$ cat config.mk
export PLATFORM = sky130hd
export DESIGN_NAME = i2cMaster_flat
export DESIGN_NICKNAME = d
export VERILOG_FILES = /design/src/i2cPkg.sv /design/src/i2cCmdIf.sv /design/src/i2cMaster.sv /design/src/flat_wrapper.sv
export VERILOG_INCLUDE_DIRS = /design/src
export SDC_FILE = /design/constraint.sdc
export NUM_CORES = 1
export LEC_CHECK = 0
export BUFFER_PORTS_ARGS = -buffer_cell sky130_fd_sc_hd__buf_4
export CORE_UTILIZATION = 40
export DETAILED_ROUTE_END_ITERATION = 6
export GPL_ROUTABILITY_DRIVEN = 0
export SYNTH_ARGS = -nofsm -noshare
export SYNTH_HDL_FRONTEND = slang
export SYNTH_SLANG_ARGS = --single-unit
$ cat constraint.sdc
create_clock -name iCLK -period 7.6 [get_ports iCLK]
set_input_delay 0 -clock iCLK [delete_from_list [all_inputs] [get_ports iCLK]]
set_output_delay 0 -clock iCLK [all_outputs]
set_load 0.03 [all_outputs]
$ cat src/i2c_config.svh
`ifndef I2C_CONFIG_SVH
`define I2C_CONFIG_SVH

// ----------------------------------------
// i2c timing
// ----------------------------------------
// system clocks per enable pulse, 4 pulses per scl bit
`define CLK_DIV 8
// cycles sda waits after scl falls, must stay below CLK_DIV
`define SDA_HOLD 3

// ----------------------------------------
// buffer and length
// ----------------------------------------
`define BUF_DEPTH 8 // byte slots
`define LEN_W 4     // length field width

// ----------------------------------------
// axi4-lite bus
// ----------------------------------------
`define AXI_AW 5
`define AXI_DW 32

`endif

$ cat src/i2cPkg.sv
`default_nettype none

package i2cPkg;

	// ----------------------------------------
	// bit engine states
	// ----------------------------------------
	typedef enum logic [2:0] {
		idle      = 3'd0, // bus released, waiting for go
		startCond = 3'd1, // sda falls while scl high
		dataBit   = 3'd2, // 8 bits, msb first
		ackBit    = 3'd3, // sda released, slave answers
		stopCond  = 3'd4  // sda rises while scl high
	} i2cState;

	// ----------------------------------------
	// register map
	// ----------------------------------------
	// one 32-bit register per word address
	typedef enum logic [4:0] {
		ctrlReg  = 5'd0,  // bit 0 go
		lenReg   = 5'd4,  // bytes per transfer
		statReg  = 5'd8,  // busy, done, nack
		dataBase = 5'd16  // first byte slot, one slot per address
	} regAddr;

	typedef enum logic [1:0] {
		okay   = 2'b00,
		slvErr = 2'b10 // unmapped address
	} axiResp;

endpackage

`default_nettype wire

$ cat src/i2cCmdIf.sv
`timescale 1ns/1ps
`default_nettype none
`include "i2c_config.svh"

// register block to bit engine
interface i2cCmdIf;
	logic [7:0]        txByte;   // buffer slot at read index
	logic [`LEN_W-1:0] txLen;    // bytes to send
	logic              start;    // one-cycle go
	logic              nextByte; // engine took txByte
	logic              busy;
	logic              doneEv;   // end of stop condition
	logic              nack;     // ack sample read high

	modport regs (
		output txByte, txLen, start,
		input  nextByte, busy, doneEv, nack
	);

	modport engine (
		input  txByte, txLen, start,
		output nextByte, busy, doneEv, nack
	);
endinterface

`default_nettype wire

$ cat src/i2cMaster.sv
`timescale 1ns/1ps
`default_nettype none
`include "i2c_config.svh"

// write-only i2c bit engine, open-drain enables (1 = pull low)
module i2cMaster (
	input  logic    iCLK,
	input  logic    iRST,
	input  logic    enClk,
	i2cCmdIf.engine cmd,
	output logic    sclOe,
	output logic    sdaOe,
	input  logic    sdaIn
);
	import i2cPkg::*;

	localparam int HW = $clog2(`SDA_HOLD + 1);

	i2cState           state;
	logic [1:0]        phase;    // quarter bit: low, low, high, high
	logic [2:0]        bitCnt;   // bits left in byte
	logic [`LEN_W-1:0] byteCnt;  // index of byte on the wire
	logic [HW-1:0]     holdCnt;  // counts down after scl falls
	logic [7:0]        shiftReg;
	logic              sdaWant;  // sda level for after the hold
	logic              lastByte;

	assign cmd.busy = (state != idle);
	assign lastByte = (byteCnt + 1'b1 >= cmd.txLen); // len 0 acts as 1

	// ----------------------------------------
	// sda target per state
	// ----------------------------------------
	always_comb begin
		case (state)
			dataBit:  sdaWant = ~shiftReg[7]; // release for a one
			ackBit:   sdaWant = 1'b0;         // slave owns sda
			stopCond: sdaWant = 1'b1;         // low ahead of stop edge
			default:  sdaWant = sdaOe;
		endcase
	end

	// ----------------------------------------
	// state machine
	// ----------------------------------------
	always_ff @(posedge iCLK) begin
		if (iRST) begin
			state        <= idle;
			phase        <= 2'd0;
			bitCnt       <= 3'd0;
			byteCnt      <= '0;
			holdCnt      <= '0;
			sclOe        <= 1'b0; // both lines float high
			sdaOe        <= 1'b0;
			cmd.nextByte <= 1'b0;
			cmd.doneEv   <= 1'b0;
			cmd.nack     <= 1'b0;
		end else begin
			cmd.nextByte <= 1'b0;
			cmd.doneEv   <= 1'b0;
			cmd.nack     <= 1'b0;

			// delayed sda change, SDA_HOLD clocks after scl fall
			if (holdCnt != '0) begin
				holdCnt <= holdCnt - 1'b1;
				if (holdCnt == HW'(1)) begin
					sdaOe <= sdaWant;
				end
			end

			case (state)
				idle: begin
					sclOe <= 1'b0;
					sdaOe <= 1'b0;
					phase <= 2'd0;
					if (cmd.start) begin
						byteCnt <= '0;
						state   <= startCond;
					end
				end

				startCond: begin
					if (enClk) begin
						phase <= phase + 1'b1;
						case (phase)
							2'd0: begin
								shiftReg     <= cmd.txByte; // address + write bit
								cmd.nextByte <= 1'b1;
							end
							2'd1: sdaOe <= 1'b1; // start edge, scl still high
							2'd3: begin
								sclOe   <= 1'b1;
								holdCnt <= HW'(`SDA_HOLD);
								bitCnt  <= 3'd7;
								state   <= dataBit;
							end
							default: ;
						endcase
					end
				end

				// data and ack share the scl pattern
				dataBit, ackBit: begin
					if (enClk) begin
						phase <= phase + 1'b1;
						if (phase == 2'd1) begin
							sclOe <= 1'b0; // scl rises
						end
						if (phase == 2'd3) begin
							sclOe   <= 1'b1; // scl falls, end of bit
							holdCnt <= HW'(`SDA_HOLD);
							if (state == dataBit) begin
								shiftReg <= {shiftReg[6:0], 1'b0};
								bitCnt   <= bitCnt - 1'b1;
								if (bitCnt == 3'd0) begin
									state <= ackBit;
								end
							end else if (sdaIn) begin
								cmd.nack <= 1'b1; // nack, abort
								state    <= stopCond;
							end else if (lastByte) begin
								state <= stopCond;
							end else begin
								byteCnt      <= byteCnt + 1'b1;
								shiftReg     <= cmd.txByte;
								cmd.nextByte <= 1'b1;
								bitCnt       <= 3'd7;
								state        <= dataBit;
							end
						end
					end
				end

				stopCond: begin
					if (enClk) begin
						phase <= phase + 1'b1;
						case (phase)
							2'd1: sclOe <= 1'b0; // scl up, sda held low
							2'd2: sdaOe <= 1'b0; // stop edge
							2'd3: begin
								cmd.doneEv <= 1'b1; // bus free time done
								state      <= idle;
							end
							default: ;
						endcase
					end
				end

				default: state <= idle;
			endcase
		end
	end

endmodule

`default_nettype wire

$ cat src/flat_wrapper.sv
// flat-port wrapper written by rule: the top's interface ports become plain ports
module i2cMaster_flat import i2cPkg::*;
  (iCLK, iRST, enClk, sclOe, sdaOe, sdaIn, cmd_txByte, cmd_txLen, cmd_start, cmd_nextByte, cmd_busy, cmd_doneEv, cmd_nack);
  i2cCmdIf cmd_i ();
  input  logic iCLK;
  input  logic iRST;
  input  logic enClk;
  output logic sclOe;
  output logic sdaOe;
  input  logic sdaIn;
  input wire logic [$bits(cmd_i.txByte)-1:0] cmd_txByte;
  input wire logic [$bits(cmd_i.txLen)-1:0] cmd_txLen;
  input wire logic [$bits(cmd_i.start)-1:0] cmd_start;
  output wire logic [$bits(cmd_i.nextByte)-1:0] cmd_nextByte;
  output wire logic [$bits(cmd_i.busy)-1:0] cmd_busy;
  output wire logic [$bits(cmd_i.doneEv)-1:0] cmd_doneEv;
  output wire logic [$bits(cmd_i.nack)-1:0] cmd_nack;
  assign cmd_i.txByte = cmd_txByte;
  assign cmd_i.txLen = cmd_txLen;
  assign cmd_i.start = cmd_start;
  assign cmd_nextByte = cmd_i.nextByte;
  assign cmd_busy = cmd_i.busy;
  assign cmd_doneEv = cmd_i.doneEv;
  assign cmd_nack = cmd_i.nack;
  i2cMaster u_core (.iCLK(iCLK), .iRST(iRST), .enClk(enClk), .cmd(cmd_i), .sclOe(sclOe), .sdaOe(sdaOe), .sdaIn(sdaIn));
endmodule
# Word-level counts from Yosys, hierarchy flattened
# Index checks and enable logic that the tools add are counted.
[word_totals]
elab_cells = 131
register_bits = 27
out_inout_bits = 6
input_bits = 17
[op_classes]
n_reduce_logical = 20
muxes = 66
eq_ne = 23
bitwise_logic = 6
magnitude_cmp = 1
n_addsub = 4
[op_table]
columns = ["cell", "n"]
rows = [
  ["8-bit 2-to-1 mux", 7],
  ["3-bit 2-to-1 mux", 18],
  ["4-bit 2-to-1 mux", 6],
  ["1-bit 2-to-1 mux", 21],
  ["8-bit one-hot mux with 2 select lines", 1],
  ["8-bit AND reduction", 2],
  ["2-bit inequality test (second input constant)", 7],
  ["7-bit AND reduction", 2],
  ["3-bit one-hot mux with 4 select lines", 1],
  ["2-bit 2-to-1 mux", 5],
  ["2-bit by 1-bit inequality test with 1-bit output (second input constant)", 5],
  ["4-bit one-hot mux with 2 select lines", 1],
  ["2-bit nonzero test", 4],
  ["3-bit by 2-bit == test with 1-bit output (second input constant)", 2],
  ["3-bit logical NOT", 2],
  ["3-bit inequality test (second input constant)", 2],
  ["1-bit inverter", 6],
  ["1-bit one-hot mux with 3 select lines", 2],
  ["3-bit one-hot mux with 2 select lines", 1],
  ["3-bit OR reduction", 2],
  ["5-bit AND reduction", 1],
  ["5-bit OR reduction", 1],
  ["4-bit by 1-bit adder with 4-bit output (second input constant)", 1],
  ["2-bit by 1-bit == test with 1-bit output (second input constant)", 2],
  ["other kinds (17)", 18],
]

# Longest topological paths before layout
# Gate-level depths: netlist (run 1).
[logic_depth]
word_depth = 8
depth_mapped = 8

# Worst setup path after synthesis (run 1)
# No wires, ideal clock.
[synth_timing]
path_kind = "register to register"
start = "reg u_core.byteCnt[0]"
end = "reg u_core.shiftReg[0] (enable)"
n_path_buf = 0
stages_incl_launch_ff = 6
t_arrival_ps = 2790
setup_slack_ps = 4391
setup_ps = 419
required_ps = 7181
period_less_slack_ps = 3209
cell_sequence = "dfxtp_1 > ha_1 > ha_1 > a2111oi_4 > nor4_2 > a2111oi_0"
[synth_via]
elab_chain_cells = 4
[synth_lines]
columns = ["item", "line", "text"]
rows = [
  ["start, declared", "i2cMaster.sv:22", "logic [`LEN_W-1:0] byteCnt;"],
  ["start signal, assigned", "i2cMaster.sv:124", "byteCnt <= byteCnt + 1'b1;"],
  ["4-bit by 1-bit adder with 4-bit output", "i2cMaster.sv:29", "assign lastByte = (byteCnt + 1'b1 >= cmd.txLen);"],
  ["4-bit greater-or-equal comparator", "i2cMaster.sv:29", ""],
  ["3-bit inequality test (no source line)", "n/a", ""],
  ["8-bit AND reduction (no source line)", "n/a", ""],
  ["end signal, assigned", "i2cMaster.sv:87", "shiftReg <= cmd.txByte;"],
  ["end signal, assigned", "i2cMaster.sv:113", "shiftReg <= {shiftReg[6:0], 1'b0};"],
  ["end signal, assigned", "i2cMaster.sv:125", "shiftReg <= cmd.txByte;"],
  ["end, declared", "i2cMaster.sv:24", "logic [7:0] shiftReg;"],
]
# No other way between the ends.
# A chain may end at the register's enable or synchronous reset.

# Worst setup path in the final report (run 1)
[layout_timing]
start = "reg u_core.byteCnt[0]"
end = "reg u_core.shiftReg[5] (enable)"
# Same word-level chain as after synthesis.

==> impl_metrics.toml, run 1 <==
[status]
outcome = "finished, final reports clean"

[setup_path]
timing.critical_path.max_delay_family = "adder cells"
critPathRequiredTime_ns = 7.59
worstPathArrival_ns = 2.38
worstPathBufferInverterCount = 1
cp_slowest_stage_delay_ns = 0.42
start_kind = "register"
critical_path.endpoint_type = "register"
crit_slowest_cell = "sky130_fd_sc_hd__dfxtp_1"
worst-path-max-fanout = 8
cp_common_cell = "sky130_fd_sc_hd__ha_1"
path_cells = "ha_1 -> xor2_1 -> ha_1 -> o21a_1 -> nor2_1 -> nor4_2 -> a2111oi_1 -> buf_4"
timing.setup.critical_path_class = "register to register"

[sta]
finalMaxSlewViolations = 0
worst_max_slew_margin_expressed_relative_to_the_limit_pct = 63.0
setup_viol_count_final = 0
final.hold.worst_slack_ns = 0.0191
achievable-frequency_mhz = 418
rsz0062_at_grt = "no"
report.final.hold_viol_count = 0
setup_total_negative_slack_ns = 0
max_slew.worst_pin.slew_ns = 0.554
finalCritPeriodShare_pct = 31.5
clock-skew-final_ns = 0.00501
min_period_ns = 2.39

[synth]
cell_accounting_for_the_most_synthesized_area = "sky130_fd_sc_hd__dfxtp_1"
synth_cell_types = 48
synthTopCellsByCount = "sky130_fd_sc_hd__dfxtp_1, sky130_fd_sc_hd__nand2_1, sky130_fd_sc_hd__a21oi_1"
syn-cell-area_um2 = 1590
synth_warnings = 0
postSynthCellCount = 173
synthMostInstantiatedCell = "sky130_fd_sc_hd__dfxtp_1"
synth.net_count = 201
register_bit_count_reported_by_yosys = 27
synthFlopType = "sky130_fd_sc_hd__dfxtp_1"
synth.yosys.seq_area_share_pct = 39.0
synthTopCellsByArea = "sky130_fd_sc_hd__dfxtp_1, sky130_fd_sc_hd__edfxtp_1, sky130_fd_sc_hd__ha_1"
synth.top_cell.area_share_pct = 23.9
synthArstFlopShare_pct = 0
post_synth.cell_area_avg_um2 = 9.20
synth-edff-count = 8

[global_routing]
wire_length_of_the_first_global_routing_pass_um = 5440
pin_count_of_the_biggest_net_entering_global_routing = 20
antenna_found_initial = 0
grt_usage_pct = 16.7
first_global_vias = 1225
grt_overflow_total = 0

[finish]
antenna_cells = 0
flow.area_growth_from_synthesis_pct = 14.7
design_area_um2 = 1830
drive_gt1_share_pct = 22.0
n_fill_cell = 369
final_nets = 220

[routing]
detailedRoute.firstIterationViolations = 67
postRouteAntennaNets = 0
wl_per_cell_um = 13.1
drt_drc_violations_left = 0
finalWirelength_um = 3140
firstDrtPassIters = 4
vias_per_cell = 5.58
dr_total_vias = 1334

[worst_hold_path]
hold_path_class = "input port to register"

[cts]
h_tree_level_count = 1
cts_setup_buffers = 0
clock_tree_from_tritoncts = "yes"
cts-root-buf = "sky130_fd_sc_hd__clkbuf_8"
clk_path_buf_depth = 2
clk_latency_ns = 0.27
hold_buffers = 0
quantity_of_gates_resized_following_cts = 0
cts.sink_count = 27
clk_pin_slew_worst_paths_ns = 0.09
numCtsBuffers = 3

[pwr]
vdd_drop_max_uv = 71.2
power.leakage_nw = 0.695
total_power_uw = 268
powerDensity_nw_per_um2 = 147

[flow_run]
cap_viol_max_count = 0

[floorplan]
io-pin-count = 23
dieArea_um2 = 4230
core_footprint_um2 = 3740
row_count = 22
dieHeight_um = 65.1
initial_core_util_pct = 42.5
chipWidth_um = 65.1

[placement]
hpwlAfterDp_um = 2380
placed_cell_area_um2 = 1780
portBuffers = 22
## final timing paths
kind | from | to | slack [ns] | cells after the start
worst max-delay path | u_core.byteCnt[0]$_SDFFE_PP0P_ | u_core.shiftReg[5]$_DFFE_PP_ | 5.21 | 8
worst min-delay path | cmd_txByte[0] | u_core.shiftReg[0]$_DFFE_PP_ | 0.02 | 2
worst max register to register | u_core.byteCnt[0]$_SDFFE_PP0P_ | u_core.shiftReg[5]$_DFFE_PP_ | 5.21 | 8
worst min register to register | u_core.sclOe$_SDFFE_PP0P_ | u_core.sclOe$_SDFFE_PP0P_ | 0.47 | 2
## worst reg2reg max path: stages (launching register included)
cell and delay, ns:
sky130_fd_sc_hd__dfxtp_1 0.42, sky130_fd_sc_hd__ha_1 0.25, sky130_fd_sc_hd__xor2_1 0.16, sky130_fd_sc_hd__ha_1 0.24, sky130_fd_sc_hd__o21a_1 0.17, sky130_fd_sc_hd__nor2_1 0.23, sky130_fd_sc_hd__nor4_2 0.11, sky130_fd_sc_hd__a2111oi_1 0.29
sky130_fd_sc_hd__buf_4 0.24
## final cells by class
type | count | area (µm²) | area share, %
flip-flops and latches | 27 | 621 | 34.0
inverters | 12 | 45.0 | 2.47
repair buffers | 23 | 173 | 9.46
well taps | 48 | 60.1 | 3.29
multi-input cells | 125 | 882 | 48.3
clock buffers | 4 | 45.0 | 2.47
## power by group
group,internal (mW),switching [mW]
combinational,0.0162,0.0175
sequential,0.151,0.00253
clock,0.0376,0.0433
## kinds of logic after synthesis
logic type	count (synthesis)	synth area share, %
compound gates	42	18.7
mux	8	5.66
buf+inv	21	5.66
flops	27	39.0
fa+ha+maj	11	8.65
xor+xnor	2	1.10
simple gates	62	21.2
## metrics by stage
stage	setup WS, ns	util (%)	instances
4_1_cts	5.20	48.8	239
3_3_place_gp	5.32	47.6	235
5_1_grt	5.07	48.8	239
2_1_floorplan	4.39	-	173
6_report	5.21	48.8	239
3_5_place_dp	5.22	47.6	235
## layer usage
layer | vias to the layer above | global-route usage (%) | wire (µm)
li1 | 654 | - | -
met1 | 635 | 21.3 | 1440
met2 | 40 | 27.9 | 1470
met3 | 5 | 2.99 | 175
met4 | 0 | 6.52 | 46
met5 | - | 0 | 0
## sequential cells by signal, indices dropped and copies added (netlist names)
name	count
u_core.holdCnt	2
u_core.cmd.nack	1
u_core.bitCnt	3
u_core.state	3
u_core.cmd.doneEv	1
u_core.sdaOe	1
u_core.sclOe	1
u_core.cmd.nextByte	1
u_core.phase	2
u_core.byteCnt	4
u_core.shiftReg	8
## placed cells by master, fill, tap and decap left out, drive strengths merged, types with 2 or more instances in the layout
| cell type | count |
|---|---|
| mux2 | 8 |
| buf | 23 |
| o21bai | 2 |
| nand3 | 4 |
| edfxtp | 8 |
| nor3b | 2 |
| a31oi | 2 |
| a2111oi | 2 |
| nand2b | 4 |
| o21a | 4 |
| nor4 | 4 |
| nor2 | 15 |
| nand4b | 2 |
| nor3 | 3 |
| clkbuf | 4 |
| ha | 11 |
| nor2b | 4 |
| or2 | 3 |
| dfxtp | 19 |
| a21oi | 16 |
| inv | 12 |
| o311ai | 2 |
| o21ai | 6 |
| nand2 | 17 |
Note: power is estimated with default switching activity, not from simulation.
==> run 2: changes to the inputs <==
- clock period: 7.6 -> 2.25 ns (I/O delays scaled with it)
==> run 2 against run 1 <==
Worst setup slack lost 5.1 ns. Worst hold slack lost 0.013 ns. Count of clock-buffer cells in the layout decreased by 1. Wire length is 8.6% higher. Clock power rose to 3.7 times the previous value. Via count up 0.90%. Utilization increased by 3.2 points. Register-to-register slack lost 5.1 ns. Sequential cell count is the same. First-iteration DRC count fell by 19%.
==> impl_metrics.toml, run 2 (synthesis gave the netlist of run 1 again) <==
[placement]
placed_cell_area_um2 = 1810
portBuffers = 22
hpwlAfterDp_um = 2550

[routing]
drt_drc_violations_left = 0
met2_length_um = 1700
dr_total_vias = 1346
wirelength_met1_um = 1500
postRouteAntennaNets = 0
detailedRoute.firstIterationViolations = 54
wl_per_cell_um = 13.9
firstDrtPassIters = 4
finalWirelength_um = 3410
highest-signal-layer = "met4"
vias_per_cell = 5.49
detailroute.wirelength.met3_um = 172

[finish]
top_register = "u_core.shiftReg"
largest_registers = "u_core.shiftReg x8, u_core.byteCnt x4"
multi_input_area_um2 = 938
final_nets = 226
largest_register_ffs = 8
layout.cells.most_common_list = "sky130_fd_sc_hd__buf_4, sky130_fd_sc_hd__nand2_1, sky130_fd_sc_hd__dfxtp_1"
drive_gt1_share_pct = 25.9
ff_latch_area_um2 = 623
design_area_um2 = 1950
layout.core_utilization_pct = 52.0
n_fill_cell = 358
antenna_cells = 0
flow.area_growth_from_synthesis_pct = 22.2
most_frequent_standard_cell_in_the_layout_excluding_fill_and_tap_cells = "sky130_fd_sc_hd__buf_4"

[floorplan]
chipWidth_um = 65.1
initial_core_util_pct = 42.5
row_count = 22
core_footprint_um2 = 3740
dieArea_um2 = 4230
dieHeight_um = 65.1
io-pin-count = 23

[sta]
setup_viol_count_final = 0
report.final.hold_viol_count = 0
min_period_ns = 2.19
finalMaxSlewViolations = 0
max_slew.worst_pin.slew_ns = 0.567
worst_max_slew_margin_expressed_relative_to_the_limit_pct = 62.2
setup_total_negative_slack_ns = 0
clock-skew-final_ns = 0.00469
achievable-frequency_mhz = 456
finalCritPeriodShare_pct = 97.5

[pwr]
internal-power_uw = 707
pwr-share-seq_pct = 54.8
vdd_drop_max_uv = 395
total_power_uw = 948
power.leakage_nw = 0.743
power_frac_comb_pct = 13.9
power.switching_fraction_pct = 25.5
powerDensity_nw_per_um2 = 487
switching_power_uw = 242
fraction_of_power_consumed_by_the_clock_network_pct = 31.3

[cts]
clock_tree_from_tritoncts = "yes"
clk_latency_ns = 0.28
h_tree_level_count = 1
cts-root-buf = "sky130_fd_sc_hd__clkbuf_8"
cts.sink_count = 27
clk_path_buf_depth = 2
numCtsBuffers = 3
clk_pin_slew_worst_paths_ns = 0.10

[setup_path]
timing.setup.critical_path_class = "register to register"
critical_path.endpoint_type = "register"
cp_slowest_stage_delay_ns = 0.36
crit_slowest_cell = "sky130_fd_sc_hd__a2111oi_4"
crit_startpoint = "u_core.byteCnt[0]$_SDFFE_PP0P_"
worstPathBufferInverterCount = 2
cp_common_cell = "sky130_fd_sc_hd__a2111oi_4"
worst-path-max-fanout = 8
critPathRequiredTime_ns = 2.26
start_kind = "register"
worstPathArrival_ns = 2.20
path_cells = "ha_1 -> ha_4 -> a2111oi_4 -> buf_4 -> nor4_4 -> a2111oi_4 -> buf_6"
worstReg2RegStart = "u_core.byteCnt[0]$_SDFFE_PP0P_"
timing.critical_path.max_delay_family = "adder cells"

[global_routing]
antenna_found_initial = 0
first_global_vias = 1286
grt_overflow_total = 0
wire_length_of_the_first_global_routing_pass_um = 5930
pin_count_of_the_biggest_net_entering_global_routing = 20
grt_usage_pct = 18.1

[flow_run]
cap_viol_max_count = 0

[worst_hold_path]
hp-start = "cmd_txByte[0]"
hold_path_class = "input port to register"

[status]
outcome = "finished, final reports clean"
[run 2: through the flow]
stage,setup slack [ns],hold slack [ns],instances
global placement,0.0929,0.296,237
CTS,0.00861,0.00122,241
detailed placement,0.0131,0.304,237
floorplan,0.0385,0.183,173
finish,0.0569,0.00639,245
global route,-0.0113,0.000290,245
[run 2: power groups by stage]
stage | sequential (mW) | combinational [mW] | clock (mW)
after detailed placement | 0.531 | 0.119 | 0
after floorplan | 0.530 | 0.0758 | 0
after global placement | 0.531 | 0.117 | 0
final | 0.520 | 0.132 | 0.297
after global routing | 0.522 | 0.144 | 0.333
after CTS | 0.520 | 0.119 | 0.309
[run 2: what timing repair did]
action / CTS / global route
pin swaps: 1 / 1
setup endpoints to repair: 1 / 15
hold endpoints to repair: 0 / 3
resized for setup: 0 / 8
setup buffers: 0 / 1
hold buffers: 0 / 3
[run 2: per-layer routing]
metal | vias up | track usage [%]
li1 | 667 | -
met5 | - | 0
met1 | 637 | 21.1
met3 | 4 | 4.40
met4 | 0 | 5.43
met2 | 38 | 32.4
[run 2: worst reg2reg max path, cell delays in order, from the launching register on]
cell and delay [ns]:
sky130_fd_sc_hd__dfxtp_2 0.35, sky130_fd_sc_hd__ha_1 0.34, sky130_fd_sc_hd__ha_4 0.24, sky130_fd_sc_hd__a2111oi_4 0.36, sky130_fd_sc_hd__buf_4 0.18, sky130_fd_sc_hd__nor4_4 0.06, sky130_fd_sc_hd__a2111oi_4 0.21, sky130_fd_sc_hd__buf_6 0.18
[run 2: worst paths after layout]
kind / end / slack (ns) / cells after the start
worst max-delay path: u_core.shiftReg[6]$_DFFE_PP_ / 0.06 / 7
worst min-delay path: u_core.shiftReg[0]$_DFFE_PP_ / 0.006 / 2
worst max register to register: u_core.shiftReg[6]$_DFFE_PP_ / 0.06 / 7
worst min register to register: u_core.sclOe$_SDFFE_PP0P_ / 0.46 / 2
[run 2: area by class of cell]
class	count	area share, %
clock inverter	1	0.450
multi-input combinational	125	48.2
clock buffer	3	2.12
timing repair buffer	29	11.8
inverter	12	2.32
tap	48	3.09
sequential	27	32.0
==> run 3: changes to the inputs <==
- BUFFER_PORTS_ARGS: -buffer_cell sky130_fd_sc_hd__buf_4 -> unset
- CTS_BUF_LIST: unset -> sky130_fd_sc_hd__clkbuf_4 sky130_fd_sc_hd__clkbuf_8 sky130_fd_sc_hd__clkbuf_16
- CTS_CLUSTER_SIZE: unset -> 40
- DONT_BUFFER_PORTS: unset -> 1
==> run 3 against run 2 <==
Worst setup slack gained 0.038 ns. Count of clock-buffer cells in the layout is the same. Die area is the same. Design area shrank 5.3%. Sequential cell count is the same. Utilization shrank 2.8 points. Final cell count shrank 6.1%. Worst hold slack gained 0.011 ns. Clock power shrank 5%. Register-to-register slack gained 0.04 ns. Critical path type unchanged. Critical endpoint is now u_core.shiftReg[2]$_DFFE_PP_. Highest routed layer unchanged.
==> impl_metrics.toml, run 3 (synthesis gave the netlist of run 1 again) <==
[status]
outcome = "finished, final reports clean"

[cts]
clk_path_buf_depth = 2
clk_latency_ns = 0.27
cts-root-buf = "sky130_fd_sc_hd__clkbuf_8"
h_tree_level_count = 1
clk_pin_slew_worst_paths_ns = 0.10
cts.sink_count = 27
numCtsBuffers = 3
clock_tree_from_tritoncts = "yes"

[setup_path]
cp_common_cell = "sky130_fd_sc_hd__ha_1"
worstReg2RegEnd = "u_core.shiftReg[2]$_DFFE_PP_"
crit_slowest_cell = "sky130_fd_sc_hd__dfxtp_2"
reg2regPathDepth = 8
path_cells = "ha_1 -> xor2_1 -> ha_1 -> o21a_1 -> nor2_2 -> nor4_2 -> a2111oi_4 -> buf_6"
start_kind = "register"
critical_path.endpoint_type = "register"
worstPathBufferInverterCount = 1
timing.critical_path.max_delay_family = "adder cells"
worst-r2r-setup-slack_ns = 0.09
cp_slowest_stage_delay_ns = 0.35
worstSetupPathDepth = 8
worstReg2RegStart = "u_core.byteCnt[0]$_SDFFE_PP0P_"
worst-path-max-fanout = 8
worstPathArrival_ns = 2.15
worstSetupEndpoint = "u_core.shiftReg[2]$_DFFE_PP_"
timing.setup.critical_path_class = "register to register"
critPathRequiredTime_ns = 2.25
crit_startpoint = "u_core.byteCnt[0]$_SDFFE_PP0P_"

[finish]
n_fill_cell = 367
drive_gt1_share_pct = 15.4
layout.cells.most_common_list = "sky130_fd_sc_hd__dfxtp_1, sky130_fd_sc_hd__nand2_1, sky130_fd_sc_hd__a21oi_1"
design_area_um2 = 1840
most_frequent_standard_cell_in_the_layout_excluding_fill_and_tap_cells = "sky130_fd_sc_hd__dfxtp_1"
ff_latch_area_um2 = 622
multi_input_area_um2 = 930
antenna_cells = 0
final_nets = 211
flow.area_growth_from_synthesis_pct = 15.7
largest_registers = "u_core.shiftReg x8, u_core.byteCnt x4"
top_register = "u_core.shiftReg"
largest_register_ffs = 8

[global_routing]
wire_length_of_the_first_global_routing_pass_um = 5690
antenna_found_initial = 0
grt_overflow_total = 0
first_global_vias = 1225
grt_usage_pct = 17.6
pin_count_of_the_biggest_net_entering_global_routing = 20

[worst_hold_path]
whs_path_depth = 4
hold_path_class = "input port to register"

[routing]
finalWirelength_um = 3280
wl_per_cell_um = 14.3
detailedRoute.firstIterationViolations = 107
drt_drc_violations_left = 0
postRouteAntennaNets = 0
vias_per_cell = 5.52
dr_total_vias = 1270
firstDrtPassIters = 4

[flow_run]
cap_viol_max_count = 0

[sta]
min_period_ns = 2.16
max_slew.worst_pin.slew_ns = 0.702
finalMaxSlewViolations = 0
report.final.hold_viol_count = 0
setup_total_negative_slack_ns = 0
finalCritPeriodShare_pct = 95.8
setup_viol_count_final = 0
worst_max_slew_margin_expressed_relative_to_the_limit_pct = 53.1
achievable-frequency_mhz = 464
clock-skew-final_ns = 0.00255

[placement]
hpwlAfterDp_um = 2440
portBuffers = 0
placed_cell_area_um2 = 1640

[floorplan]
row_count = 22
core_footprint_um2 = 3740
initial_core_util_pct = 42.5
io-pin-count = 23
dieHeight_um = 65.1
chipWidth_um = 65.1
dieArea_um2 = 4230

[pwr]
power.leakage_nw = 0.654
vdd_drop_max_uv = 441
powerDensity_nw_per_um2 = 496
[run 3: worst reg2reg max path, cell delays in order, from the launching register on]
cell and delay, ns:
sky130_fd_sc_hd__dfxtp_2 0.35, sky130_fd_sc_hd__ha_1 0.24, sky130_fd_sc_hd__xor2_1 0.16, sky130_fd_sc_hd__ha_1 0.28, sky130_fd_sc_hd__o21a_1 0.18, sky130_fd_sc_hd__nor2_2 0.19
sky130_fd_sc_hd__nor4_2 0.09, sky130_fd_sc_hd__a2111oi_4 0.21, sky130_fd_sc_hd__buf_6 0.19
[run 3: stage by stage]
step	util, %	std cells	power (mW)	worst slack (ns)	hold WS (ns)
after floorplan	-	173	0.606	0.0385	0.183
after global placement	43.8	214	0.612	0.0681	0.0727
after detailed placement	43.8	214	0.614	0.0211	0.0740
after CTS	48.2	229	0.917	0.00482	0.00881
after global routing	49.2	230	0.961	-0.0151	0.0512
final	49.2	230	0.914	0.0949	0.0175
[run 3: layer usage]
layer	vias up	part of all wire [%]	track usage (%)	wire length (µm)
li1	635	-	-	-
met1	590	43	21.5	1400
met2	43	51	30.6	1660
met3	2	6.0	4.23	197
met4	0	0.70	4.62	23
met5	-	0	0	0
[run 3: cell type report]
cell class | count | share of cell area (%)
Clock buffer | 3 | 2.24
Clock inverter | 1 | 0.408
Inverter | 12 | 2.45
Multi-Input combinational cell | 125 | 50.5
Sequential cell | 27 | 33.8
Tap cell | 48 | 3.26
Timing Repair Buffer | 14 | 7.40
[run 3: where the power goes]
| group | total, mW | internal, mW | switching (mW) |
|---|---|---|---|
| Clock | 0.283 | 0.126 | 0.157 |
| Combinational | 0.107 | 0.0510 | 0.0555 |
| Sequential | 0.524 | 0.511 | 0.0132 |
| Total | 0.914 | 0.688 | 0.226 |
[run 3: worst min path at each step]
stage / slack (ns) / startpoint / to
detailed placement: 0.07 / iRST / u_core.holdCnt[1]$_SDFF_PP0_
floorplan: 0.18 / sdaIn / u_core.cmd.nack$_SDFF_PP0_
global placement: 0.07 / iRST / u_core.byteCnt[1]$_SDFFE_PP0P_
finish: 0.02 / cmd_start / u_core.state[2]$_SDFFE_PP0P_
CTS: 0.009 / cmd_start / u_core.state[2]$_SDFFE_PP0P_
global route: 0.05 / cmd_start / u_core.state[0]$_SDFFE_PP0P_
[run 3: timing repair]
item                                    CTS  global route
hold endpoints to repair                 27             0
setup buffers                             0             1
endpoints found under the setup margin    1            13
gates resized for setup                   1             5
hold buffers                             11             0
pin swaps                                 0             1
